**src/kbd_pkg.sv**
```systemverilog
`default_nettype none

package kbd_pkg;

    // One held key as the keyboard reports it
    typedef struct packed {
        logic       ext;  // E0 prefixed
        logic [7:0] code; // Set 2 scan code
    } key_entry_t;

    // Level passed from the tracker to the mapper
    typedef struct packed {
        key_entry_t entry; // Current key or all zero
        logic       shift; // Either shift key held
        logic       caps;  // Caps lock active
    } key_state_t;

    // Receiver FSM
    typedef enum logic [1:0] {
        RX_IDLE,
        RX_DATA,
        RX_PARITY,
        RX_STOP
    } rx_state_t;

    // Prefix bytes
    localparam logic [7:0] SCAN_EXT   = 8'hE0;
    localparam logic [7:0] SCAN_BREAK = 8'hF0;

    // Modifier make codes
    localparam logic [7:0] SCAN_LSHIFT = 8'h12;
    localparam logic [7:0] SCAN_RSHIFT = 8'h59;
    localparam logic [7:0] SCAN_CAPS   = 8'h58;

    localparam int KEY_TABLE_DEPTH = 3; // Held key slots

    // Longest gap between ps2_clk falls inside a frame
    localparam int PS2_TIMEOUT_CYCLES = 5000;

endpackage

`default_nettype wire

```
**src/ps2_rx.sv**
```systemverilog
`default_nettype none
`timescale 1ns/100ps

module ps2_rx (
    input  logic       clk,
    input  logic       arst_n,
    input  logic       ps2_clk,
    input  logic       ps2_data,
    output logic       scan_valid,
    output logic [7:0] scan_code,
    output logic       frame_err
);
    import kbd_pkg::*;

    localparam int TO_W = $clog2(PS2_TIMEOUT_CYCLES);

    logic [2:0]      clk_sync;    // Two sync stages plus edge history
    logic [1:0]      data_sync;
    logic            clk_fall;
    logic            bit_in;
    rx_state_t       state;
    logic [2:0]      bit_cnt;
    logic [7:0]      shift_q;
    logic            parity_q;    // XOR of data and parity bits
    logic            start_bad;
    logic [TO_W-1:0] timeout_cnt;
    logic            timed_out;

    assign clk_fall  = clk_sync[2] & ~clk_sync[1];
    assign bit_in    = data_sync[1];
    assign timed_out = (timeout_cnt == TO_W'(PS2_TIMEOUT_CYCLES - 1));
    assign scan_code = shift_q;

    always_ff @(posedge clk or negedge arst_n) begin
        if (!arst_n) begin
            clk_sync  <= 3'b111; // Idle lines float high
            data_sync <= 2'b11;
        end else begin
            clk_sync  <= {clk_sync[1:0], ps2_clk};
            data_sync <= {data_sync[0], ps2_data};
        end
    end

    // Counts cycles of a high clock while a frame is open
    always_ff @(posedge clk or negedge arst_n) begin
        if (!arst_n) begin
            timeout_cnt <= '0;
        end else if (state == RX_IDLE || clk_fall || !clk_sync[1]) begin
            timeout_cnt <= '0;
        end else begin
            timeout_cnt <= timeout_cnt + 1'b1;
        end
    end

    always_ff @(posedge clk or negedge arst_n) begin
        if (!arst_n) begin
            state      <= RX_IDLE;
            bit_cnt    <= '0;
            parity_q   <= 1'b0;
            start_bad  <= 1'b0;
            scan_valid <= 1'b0;
            frame_err  <= 1'b0;
        end else begin
            scan_valid <= 1'b0;
            frame_err  <= 1'b0;
            if (timed_out) begin
                state <= RX_IDLE; // Stalled frame is dropped silently
            end else if (clk_fall) begin
                case (state)
                    RX_IDLE: begin
                        start_bad <= bit_in; // Start bit must be 0
                        parity_q  <= 1'b0;
                        bit_cnt   <= '0;
                        state     <= RX_DATA;
                    end
                    RX_DATA: begin
                        parity_q <= parity_q ^ bit_in;
                        bit_cnt  <= bit_cnt + 1'b1;
                        if (bit_cnt == 3'd7) begin
                            state <= RX_PARITY;
                        end
                    end
                    RX_PARITY: begin
                        parity_q <= parity_q ^ bit_in;
                        state    <= RX_STOP;
                    end
                    RX_STOP: begin
                        if (bit_in && !start_bad && parity_q) begin
                            scan_valid <= 1'b1;
                        end else begin
                            frame_err <= 1'b1;
                        end
                        state <= RX_IDLE;
                    end
                    default: state <= RX_IDLE;
                endcase
            end
        end
    end

    // LSB arrives first
    always_ff @(posedge clk) begin
        if (clk_fall && state == RX_DATA) begin
            shift_q <= {bit_in, shift_q[7:1]};
        end
    end

endmodule

`default_nettype wire

```
**src/key_tracker.sv**
```systemverilog
`default_nettype none
`timescale 1ns/100ps

module key_tracker (
    input  logic                clk,
    input  logic                arst_n,
    input  logic                scan_valid,
    input  logic [7:0]          scan_code,
    output kbd_pkg::key_state_t key_state,
    output logic                key_event
);
    import kbd_pkg::*;

    localparam int IDX_W = $clog2(KEY_TABLE_DEPTH);

    key_entry_t       slot [KEY_TABLE_DEPTH]; // Zero means empty
    key_entry_t       entry_in;
    logic             pend_ext;
    logic             pend_brk;
    logic             lshift;
    logic             rshift;
    logic             caps_on;
    logic [IDX_W-1:0] wr_idx;   // Next slot to overwrite
    logic [IDX_W-1:0] cur_idx;
    logic [IDX_W-1:0] next_wr;
    logic [IDX_W-1:0] hit_idx;
    logic             hit;
    logic             is_lshift;
    logic             is_rshift;
    logic             is_caps;

    assign entry_in  = '{ext: pend_ext, code: scan_code};
    assign is_lshift = !pend_ext && scan_code == SCAN_LSHIFT;
    assign is_rshift = !pend_ext && scan_code == SCAN_RSHIFT;
    assign is_caps   = !pend_ext && scan_code == SCAN_CAPS;
    assign next_wr   = (wr_idx == IDX_W'(KEY_TABLE_DEPTH - 1)) ? '0 : wr_idx + 1'b1;

    // Lowest matching slot wins
    always_comb begin
        hit     = 1'b0;
        hit_idx = '0;
        for (int i = KEY_TABLE_DEPTH - 1; i >= 0; i--) begin
            if (slot[i] == entry_in) begin
                hit     = 1'b1;
                hit_idx = IDX_W'(i);
            end
        end
    end

    always_ff @(posedge clk or negedge arst_n) begin
        if (!arst_n) begin
            for (int i = 0; i < KEY_TABLE_DEPTH; i++) begin
                slot[i] <= '0;
            end
            pend_ext  <= 1'b0;
            pend_brk  <= 1'b0;
            lshift    <= 1'b0;
            rshift    <= 1'b0;
            caps_on   <= 1'b0;
            wr_idx    <= '0;
            cur_idx   <= '0;
            key_event <= 1'b0;
        end else begin
            key_event <= 1'b0;
            if (scan_valid) begin
                if (scan_code == SCAN_EXT) begin
                    pend_ext <= 1'b1;
                end else if (scan_code == SCAN_BREAK) begin
                    pend_brk <= 1'b1;
                end else begin
                    pend_ext <= 1'b0;
                    pend_brk <= 1'b0;
                    if (pend_brk) begin
                        if (hit) begin
                            slot[hit_idx] <= '0; // Current entry may read empty now
                        end
                        if (is_lshift) lshift <= 1'b0;
                        if (is_rshift) rshift <= 1'b0;
                    end else begin
                        key_event <= 1'b1;
                        if (hit) begin
                            cur_idx <= hit_idx; // Typematic repeat
                        end else begin
                            slot[wr_idx] <= entry_in;
                            cur_idx      <= wr_idx;
                            wr_idx       <= next_wr;
                        end
                        if (is_lshift) lshift <= 1'b1;
                        if (is_rshift) rshift <= 1'b1;
                        if (is_caps && !hit) caps_on <= ~caps_on; // Held caps does not retoggle
                    end
                end
            end
        end
    end

    assign key_state = '{entry: slot[cur_idx], shift: lshift | rshift, caps: caps_on};

endmodule

`default_nettype wire

```
**src/key_map.sv**
```systemverilog
`default_nettype none
`timescale 1ns/100ps

module key_map (
    input  logic                clk,
    input  logic                arst_n,
    input  kbd_pkg::key_state_t key_state,
    input  logic                key_event,
    output logic [7:0]          key,
    output logic                key_strobe
);
    import kbd_pkg::*;

    logic [7:0] key_next;
    logic [7:0] code;

    assign code = key_state.entry.code;

    always_comb begin
        key_next = 8'd0; // Unknown and empty entries
        if (key_state.entry.ext) begin
            case (code)
                8'h6b: key_next = 8'd130; // Left arrow
                8'h75: key_next = 8'd131; // Up arrow
                8'h74: key_next = 8'd132; // Right arrow
                8'h72: key_next = 8'd133; // Down arrow
                8'h6c: key_next = 8'd134; // Home
                8'h69: key_next = 8'd135; // End
                8'h7d: key_next = 8'd136; // Page up
                8'h7a: key_next = 8'd137; // Page down
                8'h70: key_next = 8'd138; // Insert
                8'h71: key_next = 8'd139; // Delete
                default: key_next = 8'd0;
            endcase
        end else if (key_state.shift != key_state.caps) begin
            case (code)
                8'h29: key_next = 8'd32;  // Space
                8'h16: key_next = 8'd33;
                8'h52: key_next = 8'd34;
                8'h26: key_next = 8'd35;
                8'h25: key_next = 8'd36;
                8'h2e: key_next = 8'd37;
                8'h3d: key_next = 8'd38;
                8'h46: key_next = 8'd40;
                8'h45: key_next = 8'd41;
                8'h3e: key_next = 8'd42;
                8'h55: key_next = 8'd43;
                8'h4c: key_next = 8'd58;
                8'h41: key_next = 8'd60;
                8'h49: key_next = 8'd62;
                8'h4a: key_next = 8'd63;
                8'h1e: key_next = 8'd64;
                8'h1c: key_next = 8'd65;  // Upper case letters start here
                8'h32: key_next = 8'd66;
                8'h21: key_next = 8'd67;
                8'h23: key_next = 8'd68;
                8'h24: key_next = 8'd69;
                8'h2b: key_next = 8'd70;
                8'h34: key_next = 8'd71;
                8'h33: key_next = 8'd72;
                8'h43: key_next = 8'd73;
                8'h3b: key_next = 8'd74;
                8'h42: key_next = 8'd75;
                8'h4b: key_next = 8'd76;
                8'h3a: key_next = 8'd77;
                8'h31: key_next = 8'd78;
                8'h44: key_next = 8'd79;
                8'h4d: key_next = 8'd80;
                8'h15: key_next = 8'd81;
                8'h2d: key_next = 8'd82;
                8'h1b: key_next = 8'd83;
                8'h2c: key_next = 8'd84;
                8'h3c: key_next = 8'd85;
                8'h2a: key_next = 8'd86;
                8'h1d: key_next = 8'd87;
                8'h22: key_next = 8'd88;
                8'h35: key_next = 8'd89;
                8'h1a: key_next = 8'd90;
                8'h36: key_next = 8'd94;
                8'h4e: key_next = 8'd95;
                8'h54: key_next = 8'd123;
                8'h5d: key_next = 8'd124;
                8'h5b: key_next = 8'd125;
                8'h0e: key_next = 8'd126;
                default: key_next = 8'd0;
            endcase
        end else begin
            case (code)
                8'h0d: key_next = 8'd9;   // Tab
                8'h29: key_next = 8'd32;  // Space
                8'h52: key_next = 8'd39;
                8'h7c: key_next = 8'd42;  // Keypad star
                8'h79: key_next = 8'd43;  // Keypad plus
                8'h41: key_next = 8'd44;
                8'h49: key_next = 8'd46;
                8'h71: key_next = 8'd46;  // Keypad dot
                8'h4e: key_next = 8'd45;
                8'h7b: key_next = 8'd45;  // Keypad minus
                8'h4a: key_next = 8'd47;
                8'h45: key_next = 8'd48;
                8'h70: key_next = 8'd48;  // Keypad digits mixed in below
                8'h16: key_next = 8'd49;
                8'h69: key_next = 8'd49;
                8'h1e: key_next = 8'd50;
                8'h72: key_next = 8'd50;
                8'h26: key_next = 8'd51;
                8'h7a: key_next = 8'd51;
                8'h25: key_next = 8'd52;
                8'h6b: key_next = 8'd52;
                8'h2e: key_next = 8'd53;
                8'h73: key_next = 8'd53;
                8'h36: key_next = 8'd54;
                8'h74: key_next = 8'd54;
                8'h3d: key_next = 8'd55;
                8'h6c: key_next = 8'd55;
                8'h3e: key_next = 8'd56;
                8'h75: key_next = 8'd56;
                8'h46: key_next = 8'd57;
                8'h7d: key_next = 8'd57;
                8'h4c: key_next = 8'd59;
                8'h55: key_next = 8'd61;
                8'h54: key_next = 8'd91;
                8'h5d: key_next = 8'd92;  // Backslash
                8'h5b: key_next = 8'd93;
                8'h0e: key_next = 8'd96;
                8'h1c: key_next = 8'd97;  // Lower case letters start here
                8'h32: key_next = 8'd98;
                8'h21: key_next = 8'd99;
                8'h23: key_next = 8'd100;
                8'h24: key_next = 8'd101;
                8'h2b: key_next = 8'd102;
                8'h34: key_next = 8'd103;
                8'h33: key_next = 8'd104;
                8'h43: key_next = 8'd105;
                8'h3b: key_next = 8'd106;
                8'h42: key_next = 8'd107;
                8'h4b: key_next = 8'd108;
                8'h3a: key_next = 8'd109;
                8'h31: key_next = 8'd110;
                8'h44: key_next = 8'd111;
                8'h4d: key_next = 8'd112;
                8'h15: key_next = 8'd113;
                8'h2d: key_next = 8'd114;
                8'h1b: key_next = 8'd115;
                8'h2c: key_next = 8'd116;
                8'h3c: key_next = 8'd117;
                8'h2a: key_next = 8'd118;
                8'h1d: key_next = 8'd119;
                8'h22: key_next = 8'd120;
                8'h35: key_next = 8'd121;
                8'h1a: key_next = 8'd122;
                8'h5a: key_next = 8'd128; // Enter
                8'h66: key_next = 8'd129; // Backspace
                8'h76: key_next = 8'd140; // Escape
                8'h05: key_next = 8'd141; // F1
                8'h06: key_next = 8'd142;
                8'h04: key_next = 8'd143;
                8'h0c: key_next = 8'd144;
                8'h03: key_next = 8'd145;
                8'h0b: key_next = 8'd146;
                8'h83: key_next = 8'd147; // F7 sits outside the usual range
                8'h0a: key_next = 8'd148;
                8'h01: key_next = 8'd149;
                8'h09: key_next = 8'd150;
                8'h78: key_next = 8'd151;
                8'h07: key_next = 8'd152; // F12
                default: key_next = 8'd0;
            endcase
        end
    end

    always_ff @(posedge clk or negedge arst_n) begin
        if (!arst_n) begin
            key        <= 8'd0;
            key_strobe <= 1'b0;
        end else begin
            key        <= key_next;
            key_strobe <= key_event;
        end
    end

endmodule

`default_nettype wire

```
**src/ps2_keyboard.sv**
```systemverilog
`default_nettype none
`timescale 1ns/100ps

module ps2_keyboard (
    input  logic       clk,
    input  logic       arst_n,
    input  logic       ps2_clk,
    input  logic       ps2_data,
    output logic [7:0] key,
    output logic       key_strobe,
    output logic       frame_err
);
    import kbd_pkg::*;

    logic       scan_valid;
    logic [7:0] scan_code;
    key_state_t key_state;
    logic       key_event;

    ps2_rx u_rx (
        .clk        (clk),
        .arst_n     (arst_n),
        .ps2_clk    (ps2_clk),
        .ps2_data   (ps2_data),
        .scan_valid (scan_valid),
        .scan_code  (scan_code),
        .frame_err  (frame_err)
    );

    key_tracker u_tracker (
        .clk        (clk),
        .arst_n     (arst_n),
        .scan_valid (scan_valid),
        .scan_code  (scan_code),
        .key_state  (key_state),
        .key_event  (key_event)
    );

    key_map u_map (
        .clk        (clk),
        .arst_n     (arst_n),
        .key_state  (key_state),
        .key_event  (key_event),
        .key        (key),
        .key_strobe (key_strobe)
    );

endmodule

`default_nettype wire

```
**config.mk**
```make
export PLATFORM = sky130hd
export DESIGN_NAME = ps2_keyboard
export DESIGN_NICKNAME = d
export VERILOG_FILES = /design/src/kbd_pkg.sv /design/src/ps2_rx.sv /design/src/key_tracker.sv /design/src/key_map.sv /design/src/ps2_keyboard.sv
export SDC_FILE = /design/constraint.sdc
export NUM_CORES = 1
export LEC_CHECK = 0
export BUFFER_PORTS_ARGS = -buffer_cell sky130_fd_sc_hd__buf_2
export CORE_MARGIN = 2
export CORE_UTILIZATION = 43
export DETAILED_ROUTE_END_ITERATION = 12
export MAX_ROUTING_LAYER = met4
export PLACE_DENSITY = 0.63
export SLEW_MARGIN = 20
export SYNTH_ARGS = -nofsm -noshare
export SYNTH_HDL_FRONTEND = slang
export SYNTH_SLANG_ARGS = --single-unit
```
**constraint.sdc**
```tcl
create_clock -name clk -period 5.5 [get_ports clk]
set_clock_uncertainty 0.15 [all_clocks]
set_input_delay 0.55 -clock clk [delete_from_list [all_inputs] [get_ports clk]]
set_output_delay 0.55 -clock clk [all_outputs]
set_load 0.02 [all_outputs]
```
-- Yosys cells after proc, flatten, opt, wreduce, memory -nomap -nowiden
Memory sizes are Yosys's and may differ from the RTL's.
Cells that the tools add are included.
- ROM bits: 2944
- bits in registers: 81
- output and inout port bits: 10
- word-level logic and storage cells: 163
- bits of input ports: 4
- memories kept: 2
- magnitude comparators: 5
- equal/unequal tests: 29
- reduce and logical (&&, ||, !) cells: 32
- bitwise logic cells: 15
- multiplexer cells: 51
- $add $sub $neg: 3
- memory list (memory ; depth ; width ; read ports ; clocked after memory_dff ; write ports ; line ; source):
    (name not given) ; 256 ; 8 ; 1 ; 0 ; 0 ; key_map.sv:88 ; case (code)
    (name not given) ; 128 ; 7 ; 1 ; 0 ; 0 ; key_map.sv:36 ; case (code)
- operator list (kind ; count):
    equality test 8 x 7 -> 1 bit (second input constant) ; 12
    two-way mux 27 bit ; 3
    case mux 8 bit (10 select lines) ; 1
    demux 9 bit (select 2 bit) ; 2
    two-way mux 9 bit ; 4
    AND 27 bit ; 1
    bitwise mux 27 bit ; 1
    equality test 9 bit ; 3
    inverter 27 bit ; 1
    two-way mux 1 bit ; 24
    two-way mux 8 bit ; 3
    binary-select mux 9 bit (select 2 bit) ; 1
    equality test 8 bit (second input constant) ; 2
    two-way mux 2 bit ; 8
    AND reduction 5 bit ; 3
    adder 13 x 1 -> 13 bit (second input constant) ; 1
    equality test 13 bit (second input constant) ; 1
    two-way mux 13 bit ; 1
    AND reduction 4 bit ; 3
    >= comparator 3 bit (second input constant) ; 3
    logical AND 1 bit ; 9
    inverter 2 -> 3 bit ; 3
    AND reduction 3 bit ; 3
    equality test 8 x 5 -> 1 bit (second input constant) ; 1
    other kinds (23) ; 41

-- Longest topological paths before layout
- word-level depth: 13
- mapped depth: 14
- gate-level depth less buffers: 11

-- Cells and area by module
A second synthesis with hierarchy kept.
- cell total of the unflattened synthesis: 763
- area total of the unflattened synthesis: 6496.2 µm²
- modules (own cells, without submodules) (module ; cells an instance ; seq. area each (µm²) ; instances ; area an instance (µm²)):
    key_map ; 370 ; 225.2 ; 1 ; 2509.9
    key_tracker ; 266 ; 925.9 ; 1 ; 2459.9
    ps2_rx ; 127 ; 922.1 ; 1 ; 1526.5

-- Worst setup path before layout
No wires, ideal clock.
- path kind: register -> register
- start point: register u_rx.shift_q[7], in the netlist u_rx.scan_code[7]
- end point: register u_tracker.slot[18] (netlist name)
- data required time: 5.283 ns
- period minus slack after synthesis: 3.023 ns
- buffers on the path: 1
- path slack: 2.477 ns
- data arrival time: 2.806 ns
- setup time: 0.067 ns
- cell stages (with the launch flop): 10
- path through: edfxtp_1 -> buf_2 -> xor2_1 -> nor4_1 -> nand4_1 -> nor2b_1 -> nor2b_1 -> ha_1 -> nor4_1 -> a22o_1
- cells in the longest elaborated chain, start to end: 13
- elaborated cells on any way between the ends: 26
- those cells by class: order compare: 2; eq/ne: 7; mux: 10; bitwise: 5; reduce/logical: 2
- ends and longest elaborated chain (what ; line ; source):
    start: declaration ; ps2_rx.sv:23 ; logic [7:0] shift_q;
    start signal: assignment ; ps2_rx.sv:104 ; shift_q <= {bit_in, shift_q[7:1]};
    equality test 9 bit ; key_tracker.sv:43 ; if (slot[i] == entry_in) begin
    two-way mux 2 bit (3 in a row) ; key_tracker.sv:43 ;
    inverter 2 -> 3 bit (implied by the code) ; key_tracker.sv:75 ; slot[hit_idx] <= '0;
    >= comparator 3 bit (implied by the code) or < comparator 3 x 1 -> 1 bit (tied branches) ; key_tracker.sv:75 ;
    logical AND 1 bit (implied by the code) ; key_tracker.sv:75 ;
    two-way mux 9 bit (implied by the code) ; key_tracker.sv:75 ;
    demux 9 bit (select 2 bit) ; key_tracker.sv:75 ;
    inverter 27 bit (no source line) ; -- ;
    AND 27 bit (no source line) ; -- ;
    two-way mux 27 bit ; key_tracker.sv:74 ; if (hit) begin
    two-way mux 27 bit ; key_tracker.sv:73 ; if (pend_brk) begin
    end signal: indexed assignment ; key_tracker.sv:84 ; slot[wr_idx] <= entry_in;
    end: declaration ; key_tracker.sv:16 ; key_entry_t slot [KEY_TABLE_DEPTH];
Several ways; a longest one is shown, not always the timed one. The select of a mux whose other input is x is not followed.
A chain may end at the register's enable or synchronous reset.

-- Final worst setup path
- start point: register u_tracker.cur_idx[1]
- end point: register u_map.key[6]
- cells in the longest elaborated chain, start to end: 8
- elaborated cells on any way between the ends: 9
- those cells by class: mux: 6; bitwise: 1; memory: 2
- ends and longest elaborated chain (what ; line ; source):
    start: declaration ; key_tracker.sv:24 ; logic [IDX_W-1:0] cur_idx;
    start signal: assignment ; key_tracker.sv:82 ; cur_idx <= hit_idx;
    start signal: assignment ; key_tracker.sv:85 ; cur_idx <= wr_idx;
    inverter 2 -> 3 bit (implied by the code) (*) ; key_tracker.sv:97 ; assign key_state = '{entry: slot[cur_idx], shift: lshift | rshift, caps: caps_on};
    binary-select mux 9 bit (select 2 bit) (*) ; key_tracker.sv:97 ;
    two-way mux 9 bit (implied by the code) (*) (2 in a row) ; key_tracker.sv:97 ;
    memory read (128 x 7 bit) ; -- ;
    two-way mux 8 bit ; key_map.sv:36 ;
    two-way mux 8 bit ; key_map.sv:35 ; end else if (key_state.shift != key_state.caps) begin
    two-way mux 8 bit (*) ; key_map.sv:21 ; if (key_state.entry.ext) begin
    via u_map.key_next[6] ; key_map.sv:14 ; logic [7:0] key_next;
    end signal: assignment ; key_map.sv:177 ; key <= key_next;
    end: declaration ; key_map.sv:9 ; output logic [7:0] key,
Mark *: on every way through the listed nets, which the timed path passes. The rest lies on a longest branch. The select of a mux whose other input is x is not followed.

==> summary.md <==
| Metric | Value |
|---|---|
| Sequential share of power | `between 20% and 30%` |
| Cell leakage power | `roughly 2.6 nW` |
| Drt via density | `about 6.8` |
| Critical path's largest stage delay | `about 0.92 ns` |
| Skew-Pair Late Insertion Delay | `between 0.3 and 0.4 ns` |
| Post-synth ARST share | `between 90 and 100%` |
| Adder-Cell Fraction of Synth Area | `5.101%` |
| Gate Count Post-Synth | `688` |
| Most common cell on crit path | `inv_1` |
| Quantity of I/O buffers inserted on ports | `13` |
| Mux cell area share after synthesis | `around 3.4%` |
| RSZ-0062 raised after global routing | `no` |
| Syn_area_per_cell | `8.913 sq um` |
| Compound-Gate Fraction of Synth Area | `~30%` |
| CP Cell Sequence | `nor2b_4 -> a2bb2oi_2 -> inv_1 -> ha_1 -> inv_1 -> a211oi_1 -> nand2_1 -> o211a_1 -> a311oi_1 -> a311o_1 -> o311a_1` |
| Final #Nets | `~700` |
| Worst R2R Setup Slack | `a little under 1 ns` |
| Endpoints failing hold | `0` |
| Switch share | `45.13%` |
| Reg-to-reg critical path endpoint | `u_map.key[6]` |
| R2R depth | `11` |
| #FFs+latches synth | `81` |
| Die H | `123.4 microns` |
| H-Tree Depth | `3` |
| CP Class | `flop to flop` |
| CTS tree | `done` |
| Sequential share of the synthesized area | `approximately 34%` |
| Period utilization | `between 80% and 90%` |
| Cell Area, Synth | `roughly 6100 sq um` |
| Largest cells by area after synthesis | `dfrtp_1, ha_1, a21oi_1, edfxtp_1, nand2_1` |
| Max-slew headroom | `between 30% and 40%` |
| Post-synth EDFFs | `8` |
| Crit path time final | `4.516 ns` |
| Number of max-cap violations | `0` |
| Required @ worst endpoint | `5.61 ns` |
| Synth warn | `0` |
| DRT antenna net count | `0` |
| DIE AREA | `between 15,000 and 20,000 sq um` |
| Global Route Usage Sum | `between 20% and 30%` |
| Clock sink count | `81` |
| Drt drc | `0` |
| Clk root buf | `clkbuf_16` |
| Post-Synth XOR/XNOR Area | `under 10%` |
| Final wirelength | `20,010 microns` |
| WL per Instance | `between 20 and 25 microns` |
| First drt pass iteration count | `9` |
| F_max | `roughly 220 MHz` |
| Hold Crit Endpoint | `u_rx.clk_sync[0]` |
| Post-Synth Simple-Gate Area | `16.55%` |
| Layout cell share with drive strength beyond 1 | `about a tenth` |
| IO Pins | `14` |
| Via count | `5,821` |
| Cell internal pwr | `1.566 mW` |
| Grt ovf | `0` |
| CP arrival | `about 4.6 ns` |
| Antenna violations before repair | `0` |
| Netlist cell types | `81` |
| Clock Power Share | `a little under a quarter` |
| Status | `complete, no violations` |
| CP max-delay cell | `dfrtp_1` |
| Core area | `13,880 sq um` |
| Largest net degree at the start of global routing | `between 70 and 80` |
| Clock Tree Buf Depth | `2` |
| Hold Crit Class | `primary input to flop` |
| Fill count | `1,348` |
| Post-Syn Nets | `between 700 and 800` |
| CP Capture Type | `flop` |
| FF+latch area | `2073 sq um` |
| Area growth, synth to finish | `6.591%` |
| Worst hold start | `ps2_clk` |
| First-pass GRT wire length | `roughly 31,000 microns` |
| Post-cts hold buffer count | `0` |
| Setup crit start kind | `flop` |
| Worst hold stages | `1` |
| Ant diodes | `0` |
| Combinational share of power | `48.4%` |
| Clk slew on worst S/H paths | `around 0.070 ns` |
| Largest area contributor in the netlist | `dfrtp_1` |
| DR iter-0 viols | `~1,100` |
| Row count | `between 40 and 50` |
| Main combinational cell family by area after synthesis | `compound AO/OA/AOI/OAI gates` |
| Primary FF master, synth | `dfrtp_1` |
| Vias in the first global route | `roughly 5,500` |
| Worst setup startpoint | `u_tracker.cur_idx[1]` |
| Worst r2r src | `u_tracker.cur_idx[1]` |
| Starting Density | `44.18%` |
| Yosys top cell area share | `roughly 28%` |
| Max-slew violations | `0` |
| Detailed-placement wirelength estimate | `13,750 microns` |
| Gpl congestion | `roughly 1.1` |
| Setup bufs post-CTS | `0` |
| Slew @ Worst Pin | `0.9613 ns` |
| Power consumption | `between 2 and 3 mW` |
| Pwr/cell area | `roughly 440 nW/um^2` |
| Post-CTS resize count | `0` |
| Setup_tns | `0 ns` |
| Setup violators final | `0` |
| Die X | `about 120 microns` |
| Total CTS buffers | `9` |
| Area of the multi-input gates | `roughly 3700 sq um` |
| CP Max Fanout | `22` |
| Switching power | `between 1 and 1.5 mW` |
| Max IR drop VDD | `0.2206 mV` |
## cell usage after synthesis, drive strengths merged, types with 18 or more instances
master,n
xor2,18
nor2,58
a22o,27
o21ai,45
nor3,18
xnor2,21
ha,25
dfrtp,68
buf,43
a21oi,54
inv,18
nand2,64
## area by class of cell
cell class                 count  share of cell area (%)
inverter                      18                   1.110
tap                          180                   3.446
sequential                    81                   31.72
clock buffer                  10                   3.503
clock inverter                 6                   1.378
timing repair buffer          24                   2.297
multi-input combinational    536                   56.55
## power groups by stage
stage                     combinational (mW)  clock [mW]  sequential (mW)
final                                   1.38       0.653            0.818
after global routing                    1.46       0.689            0.831
after CTS                               1.33       0.665            0.816
after detailed placement                1.32           0            0.824
after global placement                  1.34           0            0.821
after floorplan                        0.978           0            0.793
## layout by cell type, fill, tap and decap left out, drive strengths merged, types with 9 or more instances in the layout
| cell | Yosys | routed |
|---|---|---|
| a22o | 27 | 27 |
| a21oi | 54 | 54 |
| inv | 18 | 20 |
| clkbuf | 10 | 10 |
| a31oi | 9 | 9 |
| nand3 | 16 | 16 |
| ha | 25 | 25 |
| buf | 43 | 24 |
| dfrtp | 68 | 68 |
| xor2 | 18 | 18 |
| nand2 | 64 | 64 |
| nor2 | 58 | 58 |
| nand4 | 9 | 9 |
| mux2i | 16 | 16 |
| nor3 | 18 | 18 |
| xnor2 | 21 | 21 |
| o21ai | 45 | 45 |
| a211oi | 16 | 16 |
## how the worst max path moves through the flow
stage	end
after detailed placement	u_map.key[6]
after global placement	u_map.key[0]
after CTS	u_map.key[6]
after global routing	u_map.key[6]
final	u_map.key[6]
after floorplan	u_tracker.slot[18]
## routing by layer
metal | wire, microns | vias to the layer above | global-route usage [%]
met5 | 0 | - | -
met4 | 1092 | 0 | 14.42
met3 | 1860 | 94 | 5.858
met2 | 8905 | 387 | 41.17
met1 | 8152 | 2775 | 36.37
li1 | - | 2565 | -
## worst max-delay path, delay by kind of cell (launching register included)
kind	cells	cell delay (ns)
compound gates	6	1.71
flops	1	0.92
simple gates	2	0.78
buf+inv	2	0.44
fa+ha+maj	1	0.41
## sequential cells by signal (all words and copies together) (netlist names)
register,count
u_tracker.slot,27
u_rx.timeout_cnt,13
u_map.key,8
u_rx.scan_code,8
u_rx.bit_cnt,3
u_rx.clk_sync,3
u_rx.data_sync,2
u_rx.state,2
u_tracker.cur_idx,2
u_tracker.wr_idx,2
u_map.key_strobe,1
u_rx.frame_err,1
u_rx.parity_q,1
u_rx.scan_valid,1
u_rx.start_bad,1
u_tracker.caps_on,1
u_tracker.key_event,1
u_tracker.lshift,1
u_tracker.pend_brk,1
u_tracker.pend_ext,1
u_tracker.rshift,1
## stage by stage
step / hold slack [ns] / utilization [%] / area, sq um / instances / worst slack (ns)
6_report: 0.1546 / 47.09 / 6536 / 855 / 0.9835
5_1_grt: 0.1406 / 47.09 / 6536 / 855 / 0.8492
4_1_cts: 0.1480 / 47.05 / 6531 / 855 / 1.152
3_5_place_dp: 0.1881 / 44.75 / 6212 / 839 / 1.205
3_3_place_gp: 0.1882 / 44.75 / 6212 / 839 / 1.287
2_1_floorplan: 0.1044 / - / 6132 / 688 / 2.477
## kinds of logic after synthesis
kind of cell	after synthesis
xor+xnor	39
flops	81
mux	20
fa+ha+maj	25
buf+inv	71
simple gates	207
compound gates	245
(Power assumes the default switching activity.)
